`src/design/conv_params.svh`:
```
`ifndef CONV_PARAMS_SVH
`define CONV_PARAMS_SVH

`define CONV_BITWIDTH     16
`define CONV_ADDR_WIDTH   20

// input map size
`define CONV_I_WIDTH      8
`define CONV_I_HEIGHT     6

`define CONV_KERNEL_W     3
`define CONV_KERNEL_H     3

`define CONV_I_KERNEL_N   2     // input channels
`define CONV_O_KERNEL_N   2     // output kernels

// non-overlapping sram regions
`define CONV_DATA_ADDR    20'h00000
`define CONV_WEIGHT_ADDR  20'h10000
`define CONV_OUTPUT_ADDR  20'h20000

`endif

```
`src/design/conv_pkg.sv`:
```
package conv_pkg;

    typedef enum logic [2:0] {
        S_IDLE        = 3'd0,
        S_NEW_OUTPUT  = 3'd1,
        S_LOAD_KERNEL = 3'd2,
        S_LOAD_LINES  = 3'd3,
        S_CONV        = 3'd4,
        S_STORE       = 3'd5,
        S_DONE        = 3'd6
    } conv_state_e;

endpackage

```
`src/design/kern_if.sv`:
```
`timescale 1ns/1ps
`include "conv_params.svh"

interface kern_if (
    input logic i_clk
);

    localparam int BW = `CONV_BITWIDTH;
    localparam int KH = `CONV_KERNEL_H;

    logic                  loading_weight;  // one strobe per weight column
    logic [KH-1:0][BW-1:0] weight_col;
    logic                  bias_load;
    logic [BW-1:0]         bias;
    logic                  shift;           // push data_col into window
    logic [KH-1:0][BW-1:0] data_col;        // index KH-1 is the newest row
    logic [BW-1:0]         result;

    modport ctrl (
        input  i_clk, result,
        output loading_weight, weight_col, bias_load, bias, shift, data_col
    );

    modport kern (
        input  i_clk, loading_weight, weight_col, bias_load, bias, shift, data_col,
        output result
    );

endinterface

```
`src/design/line_buffer.sv`:
```
`timescale 1ns/1ps
`include "conv_params.svh"

module line_buffer #(
    parameter int linelen = 8
) (
    input  logic                      i_clk,
    input  logic                      i_rst,
    input  logic                      i_enable,
    input  logic [`CONV_BITWIDTH-1:0] i_data,
    output logic [`CONV_BITWIDTH-1:0] o_data
);

    localparam int bitwidth = `CONV_BITWIDTH;

    logic [linelen-1:0][bitwidth-1:0] line_r;

    always_ff @(posedge i_clk) begin
        if (i_rst) begin
            line_r <= '0;
        end else if (i_enable) begin
            line_r[0] <= i_data;
            for (int k = 1; k < linelen; k++) begin
                line_r[k] <= line_r[k-1];
            end
        end
    end

    assign o_data = line_r[linelen-1];  // oldest word

endmodule

```
`src/design/conv_kernel.sv`:
```
`timescale 1ns/1ps
`include "conv_params.svh"

module conv_kernel (
    input logic  i_clk,
    input logic  i_rst,
    kern_if.kern kern
);

    localparam int BW = `CONV_BITWIDTH;
    localparam int KW = `CONV_KERNEL_W;
    localparam int KH = `CONV_KERNEL_H;

    // column 0 is the leftmost, KW-1 the most recently loaded
    logic [KW-1:0][KH-1:0][BW-1:0] weight_r;
    logic [KW-1:0][KH-1:0][BW-1:0] window_r;
    logic [BW-1:0]                 bias_r;
    logic [BW-1:0]                 acc;

    always_ff @(posedge i_clk) begin
        if (i_rst) begin
            weight_r <= '0;
            window_r <= '0;
            bias_r   <= '0;
        end else begin
            if (kern.loading_weight) begin
                for (int c = 0; c < KW-1; c++) begin
                    weight_r[c] <= weight_r[c+1];
                end
                weight_r[KW-1] <= kern.weight_col;
            end

            if (kern.bias_load) begin
                bias_r <= kern.bias;
            end

            // sliding window moves by one column per shift
            if (kern.shift) begin
                for (int c = 0; c < KW-1; c++) begin
                    window_r[c] <= window_r[c+1];
                end
                window_r[KW-1] <= kern.data_col;
            end
        end
    end

    // dot product wraps at 16 bits
    always_comb begin
        acc = bias_r;
        for (int c = 0; c < KW; c++) begin
            for (int r = 0; r < KH; r++) begin
                acc = acc + window_r[c][r] * weight_r[c][r];
            end
        end
    end

    assign kern.result = acc;

endmodule

```
`src/design/convolution.sv`:
```
`timescale 1ns/1ps
`include "conv_params.svh"

module convolution
    import conv_pkg::*;
(
    input  logic                        i_clk,
    input  logic                        i_rst,
    input  logic                        i_enable,
    output logic                        o_finished,
    output logic [`CONV_ADDR_WIDTH-1:0] o_sram_addr,
    output logic                        o_sram_wren,
    output logic [`CONV_BITWIDTH-1:0]   o_sram_wdata,
    input  logic [`CONV_BITWIDTH-1:0]   i_sram_rdata,
    kern_if.ctrl                        kern
);

    localparam int BW    = `CONV_BITWIDTH;
    localparam int AW    = `CONV_ADDR_WIDTH;
    localparam int W     = `CONV_I_WIDTH;
    localparam int H     = `CONV_I_HEIGHT;
    localparam int KW    = `CONV_KERNEL_W;
    localparam int KH    = `CONV_KERNEL_H;
    localparam int IKN   = `CONV_I_KERNEL_N;
    localparam int OKN   = `CONV_O_KERNEL_N;
    localparam int OH    = H - KH + 1;
    localparam int OW    = W - KW + 1;
    localparam int KSZ   = KH * KW + 1;  // bias plus weights
    localparam int OMAP  = OH * OW;
    localparam int PAIRS = IKN * OKN;
    localparam int PW    = $clog2(PAIRS + 1);

    conv_state_e state_r, state_w;

    logic [$clog2(IKN+1)-1:0]  ich_r;
    logic [$clog2(OKN+1)-1:0]  och_r;
    logic [PW-1:0]             pair_idx;
    logic                      last_pair;
    logic [$clog2(KSZ+1)-1:0]  ld_cnt_r;
    logic [$clog2(KH+1)-1:0]   wrow_r;
    logic                      col_ready_r;
    logic [KH-1:0][BW-1:0]     weight_buf_r;
    logic [$clog2(H+1)-1:0]    rd_row_r, pix_row_r;
    logic [$clog2(W+1)-1:0]    rd_col_r, pix_col_r;
    logic                      rd_issue;
    logic                      pix_valid_r;
    logic                      res_valid_r;
    logic [1:0]                tail_r;
    logic [$clog2(OMAP+1)-1:0] st_cnt_r;
    logic [KH-2:0][BW-1:0]     ln_out;
    logic                      out_buf_en;

    function automatic logic [AW-1:0] data_addr(input int unsigned p, r, c);
        return AW'(`CONV_DATA_ADDR) + AW'((p * H + r) * W + c);
    endfunction

    function automatic logic [AW-1:0] weight_addr(input int unsigned p, ofs);
        return AW'(`CONV_WEIGHT_ADDR) + AW'(p * KSZ + ofs);
    endfunction

    function automatic logic [AW-1:0] out_addr(input int unsigned p, idx);
        return AW'(`CONV_OUTPUT_ADDR) + AW'(p * OMAP + idx);
    endfunction

    assign pair_idx  = PW'(ich_r * OKN + och_r);
    assign last_pair = (ich_r == IKN-1) && (och_r == OKN-1);
    assign rd_issue  = (state_r == S_LOAD_LINES) || (state_r == S_CONV && tail_r == 2'd0);

    always_comb begin
        state_w = state_r;
        case (state_r)
            S_IDLE, S_DONE: begin
                if (i_enable) begin
                    state_w = S_NEW_OUTPUT;
                end
            end
            S_NEW_OUTPUT: state_w = S_LOAD_KERNEL;
            S_LOAD_KERNEL: begin
                if (ld_cnt_r == KSZ) begin
                    state_w = S_LOAD_LINES;
                end
            end
            S_LOAD_LINES: begin
                // first KH-1 rows only fill the line buffers
                if (rd_row_r == KH-2 && rd_col_r == W-1) begin
                    state_w = S_CONV;
                end
            end
            S_CONV: begin
                if (tail_r == 2'd2) begin
                    state_w = S_STORE;
                end
            end
            S_STORE: begin
                if (st_cnt_r == OMAP-1) begin
                    state_w = last_pair ? S_DONE : S_NEW_OUTPUT;
                end
            end
            default: state_w = S_IDLE;
        endcase
    end

    always_ff @(posedge i_clk) begin
        if (i_rst) begin
            state_r     <= S_IDLE;
            ich_r       <= '0;
            och_r       <= '0;
            ld_cnt_r    <= '0;
            wrow_r      <= '0;
            col_ready_r <= 1'b0;
            rd_row_r    <= '0;
            rd_col_r    <= '0;
            tail_r      <= '0;
            st_cnt_r    <= '0;
        end else begin
            state_r     <= state_w;
            col_ready_r <= 1'b0;

            if (rd_issue) begin
                if (rd_col_r == W-1) begin
                    rd_col_r <= '0;
                    rd_row_r <= rd_row_r + 1'b1;
                end else begin
                    rd_col_r <= rd_col_r + 1'b1;
                end
            end

            case (state_r)
                S_NEW_OUTPUT: begin
                    ld_cnt_r <= '0;
                    wrow_r   <= '0;
                    rd_row_r <= '0;
                    rd_col_r <= '0;
                    tail_r   <= '0;
                    st_cnt_r <= '0;
                end
                S_LOAD_KERNEL: begin
                    ld_cnt_r <= ld_cnt_r + 1'b1;
                    if (ld_cnt_r >= 2) begin  // weight words
                        col_ready_r <= (wrow_r == KH-1);
                        wrow_r      <= (wrow_r == KH-1) ? '0 : wrow_r + 1'b1;
                    end
                end
                S_CONV: begin
                    if (tail_r != 2'd0) begin
                        tail_r <= tail_r + 1'b1;
                    end else if (rd_row_r == H-1 && rd_col_r == W-1) begin
                        tail_r <= 2'd1;
                    end
                end
                S_STORE: begin
                    st_cnt_r <= st_cnt_r + 1'b1;
                    if (st_cnt_r == OMAP-1) begin
                        if (och_r == OKN-1) begin
                            och_r <= '0;
                            ich_r <= (ich_r == IKN-1) ? '0 : ich_r + 1'b1;
                        end else begin
                            och_r <= och_r + 1'b1;
                        end
                    end
                end
                default: ;
            endcase
        end
    end

    always_ff @(posedge i_clk) begin
        if (state_r == S_LOAD_KERNEL && ld_cnt_r >= 2) begin
            weight_buf_r[wrow_r] <= i_sram_rdata;
        end
    end

    // position of the pixel arriving this cycle
    always_ff @(posedge i_clk) begin
        if (i_rst) begin
            pix_valid_r <= 1'b0;
            pix_row_r   <= '0;
            pix_col_r   <= '0;
            res_valid_r <= 1'b0;
        end else begin
            pix_valid_r <= rd_issue;
            pix_row_r   <= rd_row_r;
            pix_col_r   <= rd_col_r;
            res_valid_r <= pix_valid_r && (pix_row_r >= KH-1) && (pix_col_r >= KW-1);
        end
    end

    genvar gv_i;
    generate
        for (gv_i = 0; gv_i < KH-1; gv_i++) begin : g_ln_buf
            logic [BW-1:0] ln_in;

            if (gv_i == 0) begin : g_head
                assign ln_in = i_sram_rdata;
            end else begin : g_link
                assign ln_in = ln_out[gv_i-1];
            end

            line_buffer #(
                .linelen(W)
            ) u_lb (
                .i_clk    (i_clk),
                .i_rst    (i_rst),
                .i_enable (pix_valid_r),
                .i_data   (ln_in),
                .o_data   (ln_out[gv_i])
            );
        end
    endgenerate

    assign kern.loading_weight = col_ready_r;
    assign kern.weight_col     = weight_buf_r;
    assign kern.bias_load      = (state_r == S_LOAD_KERNEL) && (ld_cnt_r == 1);
    assign kern.bias           = i_sram_rdata;
    assign kern.shift          = pix_valid_r;

    always_comb begin
        kern.data_col[KH-1] = i_sram_rdata;
        for (int r = 0; r < KH-1; r++) begin
            kern.data_col[r] = ln_out[KH-2-r];  // older rows come out deeper in the chain
        end
    end

    // filled by results, drained during store
    assign out_buf_en = res_valid_r || (state_r == S_STORE);

    line_buffer #(
        .linelen(OMAP)
    ) u_out_buf (
        .i_clk    (i_clk),
        .i_rst    (i_rst),
        .i_enable (out_buf_en),
        .i_data   (kern.result),
        .o_data   (o_sram_wdata)
    );

    always_comb begin
        case (state_r)
            S_LOAD_KERNEL:        o_sram_addr = weight_addr(pair_idx, ld_cnt_r);
            S_LOAD_LINES, S_CONV: o_sram_addr = data_addr(pair_idx, rd_row_r, rd_col_r);
            S_STORE:              o_sram_addr = out_addr(pair_idx, st_cnt_r);
            default:              o_sram_addr = '0;
        endcase
    end

    assign o_sram_wren = (state_r == S_STORE);
    assign o_finished  = (state_r == S_DONE);

endmodule

```
`src/design/conv_top.sv`:
```
`timescale 1ns/1ps
`include "conv_params.svh"

module conv_top (
    input  logic                        i_clk,
    input  logic                        i_rst,
    input  logic                        i_enable,
    output logic                        o_finished,
    output logic [`CONV_ADDR_WIDTH-1:0] o_sram_addr,
    output logic                        o_sram_wren,
    output logic [`CONV_BITWIDTH-1:0]   o_sram_wdata,
    input  logic [`CONV_BITWIDTH-1:0]   i_sram_rdata
);

    kern_if u_kif (
        .i_clk (i_clk)
    );

    convolution u_conv (
        .i_clk        (i_clk),
        .i_rst        (i_rst),
        .i_enable     (i_enable),
        .o_finished   (o_finished),
        .o_sram_addr  (o_sram_addr),
        .o_sram_wren  (o_sram_wren),
        .o_sram_wdata (o_sram_wdata),
        .i_sram_rdata (i_sram_rdata),
        .kern         (u_kif.ctrl)
    );

    // external kernel, fed by the controller
    conv_kernel u_kernel (
        .i_clk (i_clk),
        .i_rst (i_rst),
        .kern  (u_kif.kern)
    );

endmodule

```
`config.mk`:
```
export PLATFORM = sky130hd
export DESIGN_NAME = conv_top
export DESIGN_NICKNAME = d
export VERILOG_FILES = /design/src/design/conv_pkg.sv /design/src/design/kern_if.sv /design/src/design/line_buffer.sv /design/src/design/conv_kernel.sv /design/src/design/convolution.sv /design/src/design/conv_top.sv
export VERILOG_INCLUDE_DIRS = /design/src /design/src/design
export SDC_FILE = /design/constraint.sdc
export NUM_CORES = 2
export LEC_CHECK = 0
export BUFFER_PORTS_ARGS = -buffer_cell sky130_fd_sc_hd__clkbuf_2
export CORE_MARGIN = 3
export CORE_UTILIZATION = 36
export CTS_BUF_LIST = sky130_fd_sc_hd__clkbuf_2 sky130_fd_sc_hd__clkbuf_4 sky130_fd_sc_hd__clkbuf_8
export DETAILED_ROUTE_END_ITERATION = 7
export SYNTH_ARGS = -nofsm -noshare
export SYNTH_HDL_FRONTEND = slang
export SYNTH_SLANG_ARGS = --single-unit
```
`constraint.sdc`:
```
create_clock -name i_clk -period 8.94 [get_ports i_clk]
set_input_delay 0.447 -clock i_clk [delete_from_list [all_inputs] [get_ports i_clk]]
set_output_delay 0.447 -clock i_clk [all_outputs]
set_load 0.05 [all_outputs]
```
==> summary.md <==
| Metric | Value |
|---|---|
| Status | `finished, final reports clean` |
| DIE AREA | `~200000 um2` |
| Final setup fails | `0` |
| Placed Cells | `10500` |
| DR vias | `52500` |
| WL/cell | `22.0 um` |
| 1st-iter DRT viols | `5116` |
| Final #Nets | `9493` |
| Commonest register cell after synthesis | `dfxtp_1` |
| Final min period | `slightly below 9 ns` |
| Worst-Margin Slew | `between 1 and 1.5 ns` |
| Crit path top cell by count | `fa_1` |
| GPL Wtd Cong | `1.03` |
| CTS Sinks | `931` |
| Leakage | `35.7 nW` |
| Filler cells | `19200` |
| Final setup margin | `0.115 ns` |
| Commonest cells after routing, fill and taps aside | `nand2_1, inv_1, fa_1, dfxtp_1, buf_4` |
| Clock Pin Slew Worst Setup and Hold Paths | `approximately 0.060 ns` |
| Required @ worst endpoint | `just under 10 ns` |
| Post-synth cell types | `55` |
| Residual DRC count | `0` |
| Post-synth EDFFs | `48` |
| Dpl ws | `-0.372 ns` |
| Largest net degree at the start of global routing | `246` |
| Arrival time worst endpoint | `9.59 ns` |
| Final Slew Violations | `0` |
| Final core utilization | `42.0%` |
| Pre-Repair DR Iteration Count | `6` |
| Seq cells post-synth | `~930` |
| Fin area | `81200 um2` |
| Dpl hpwl | `approximately 190 mm` |
| Vias in the first global route | `53500` |
| Worst min-delay path category | `in -> reg` |
| DRT antenna net count | `0` |
| CP max stage delay | `0.71 ns` |
| GRT Util Overall | `23.7%` |
| Die Wd | `448 um` |
| CTS tree | `done` |
| P&R area growth vs syn | `15.5%` |
| Slowest stage cell on the critical path | `fa_2` |
| Synth Cell Area | `70300 um2` |
| Beginning of the critical path | `u_kernel.weight_r[66]` |
| Antenna violations before repair | `24` |
| Max Fanout on Critical Path | `6` |
| Global-route wire length before repair | `roughly 350 mm` |
| R2R Path Start | `u_kernel.weight_r[66]` |
| Setup_tns | `0 ns` |
| Most common cell after layout, fill and taps aside | `nand2_1` |
| IO Port Bufs | `48` |
| Worst VDD drop | `151 uV` |
| Worst slew margin | `24.3%` |
| Clk Latency, worst-skew pair | `0.93 ns` |
| Endpoints failing hold | `0` |
| Crit path launch type | `flop` |
| FP Rows | `~160` |
| Crit end category | `flop` |
| HP Start | `i_sram_rdata[5]` |
| WS Path Type | `reg -> reg` |
| RSZ-0062 raised after global routing | `yes` |
| Post-Syn Instances | `around 7700` |
| Yosys warns | `0` |
| I/O pins | `57` |
| Hold slack | `0.0637 ns` |
| Proportion of layout cells with a drive suffix above 1 | `13.3%` |
| Total CTS buffers | `165` |
| Ys async rst share | `0%` |
| Fmax | `113 MHz` |
| Final Cycle Share | `98.7%` |
| Root buf cell | `clkbuf_8` |
| Max cap viols | `0` |
| Sequential area share after synthesis | `between 20 and 30%` |
| Final Non-Filler Cells | `10800` |
| Synth Area per Inst | `~9 um2` |
| Die Ht | `448 um` |
| Vias per cell | `roughly 4.9` |
| Starting density of the core | `36.3%` |
| WL final | `237 mm` |
| Power after layout | `about 9.6 mW` |
| Worst Clk Skew | `0.0740 ns` |
| CTS H-tree depth | `4` |
| Core outline area | `193000 um2` |
| Placed Area | `77000 um2` |
| Power Dens Cells | `118 nW/um2` |
| GRT overflow | `0` |
| Clk buf depth | `3` |
[registers in the layout, indices dropped and copies added (netlist names), 3 cells and up]
| register | count |
|---|---|
| u_conv.state_r | 3 |
| u_conv.pix_col_r | 3 |
| u_conv.u_out_buf.line_r | 368 |
| u_kernel.bias_r | 16 |
| u_conv.g_ln_buf.u_lb.line_r | 160 |
| u_conv.st_cnt_r | 5 |
| u_kernel.window_r | 112 |
| u_conv.u_out_buf.o_data | 16 |
| u_conv.rd_col_r | 4 |
| u_conv.g_ln_buf.u_lb.o_data | 32 |
| u_kernel.weight_r | 144 |
| u_conv.ld_cnt_r | 4 |
| u_conv.rd_row_r | 3 |
| u_conv.kern.weight_col | 48 |
[cells in the mapped netlist, types with 2 or more instances]
library cell,number,area (um2)
a211oi_1,3,22.5
a21o_1,6,45.0
a21oi_1,425,2130
a222oi_1,2,20.0
a31oi_1,3,18.8
and2_1,523,3270
and3_1,2,12.5
and3b_1,2,17.5
buf_1,41,154
buf_2,30,150
buf_4,30,225
clkbuf_1,350,1310
dfxtp_1,883,17700
edfxtp_1,48,1440
fa_1,930,18600
ha_1,436,5460
inv_1,1138,4270
mux2i_1,451,4510
nand2_1,1513,5680
nand2b_1,9,56.3
nand3_1,4,20.0
nand3b_1,2,15.0
nand4_1,5,31.3
nor2_1,490,1840
nor2b_1,9,56.3
nor3_1,7,35.0
nor3b_1,4,30.0
nor4b_1,2,17.5
o211ai_1,2,15.0
o21ai_0,13,65.1
o21ai_1,2,10.0
o21bai_1,6,45.0
o221ai_1,4,35.0
xnor2_1,264,2310
xor2_1,57,499
[layout make-up]
class / instances / area, um2 / area share [%]
multi-input combinational: 5202 / 45300 / 55.8
sequential: 931 / 19200 / 23.7
timing repair buffer: 669 / 5500 / 6.77
inverter: 1139 / 4280 / 5.26
clock buffer: 267 / 3320 / 4.09
tap: 2526 / 3160 / 3.89
clock inverter: 36 / 385 / 0.475
antenna: 9 / 22.5 / 0.0277
[critical path: cells and delay by family, from the launching register on]
kind | cells | cell delay (ns)
flip-flops | 1 | 0.32
AO/OA/AOI/OAI | 1 | 0.08
buffers and inverters | 6 | 0.58
adder cells (fa/ha/maj) | 12 | 6.10
XOR/XNOR | 9 | 1.42
AND/OR/NAND/NOR | 1 | 0.17
[per-layer routing]
| metal | track usage (%) | part of all wire, % | wire [um] | vias to the layer above |
|---|---|---|---|---|
| li1 | - | - | - | 24100 |
| met1 | 31.7 | 43 | 101000 | 26300 |
| met2 | 36.1 | 44 | 104000 | 1764 |
| met3 | 6.90 | 9.3 | 21900 | 415 |
| met4 | 9.47 | 4.3 | 10100 | 8 |
| met5 | 0 | 0.022 | 52 | - |
[cells by family (layout without fill, tap and decap cells)]
kind of cell | after synthesis | after routing | share of synthesized area [%]
xor gates and xnor gates | 321 | 321 | 4.00
muxes | 452 | 452 | 6.44
and+or+nand+nor | 2579 | 2579 | 15.8
AOI/OAI and AO/OA | 475 | 475 | 3.54
other | 1 | 17 | 0.00534
adders and majority gates | 1367 | 1367 | 34.3
DFF | 931 | 931 | 27.2
buffers and inverters | 1590 | 2111 | 8.71
[power breakdown]
group / internal [mW] / leakage [nW] / switching, mW / total (mW)
registers: 4.22 / 7.58 / 0.0712 / 4.29
logic: 0.259 / 26.1 / 0.597 / 0.856
clock network: 2.49 / 1.97 / 1.92 / 4.41
[worst paths after layout]
path	end	slack [ns]	cells after the start
worst max-delay path	u_conv.u_out_buf.line_r[15]	0.11	29
worst min-delay path	u_kernel.bias_r[5]	0.06	3
worst max register to register	u_conv.u_out_buf.line_r[15]	0.11	29
worst min register to register	u_conv.u_out_buf.line_r[16]	0.41	2
[timing repair]
item / 4_1_cts / 5_1_grt
endpoints found under the setup margin: 3 / 5
endpoints found under the hold margin: 83 / 1
gates resized for setup: 78 / 62
setup buffers: 7 / 2
hold buffers: 7 / 1
gates cloned: 0 / 0
pin swaps: 27 / 25
No activity file was read; power rests on OpenSTA's default activity.
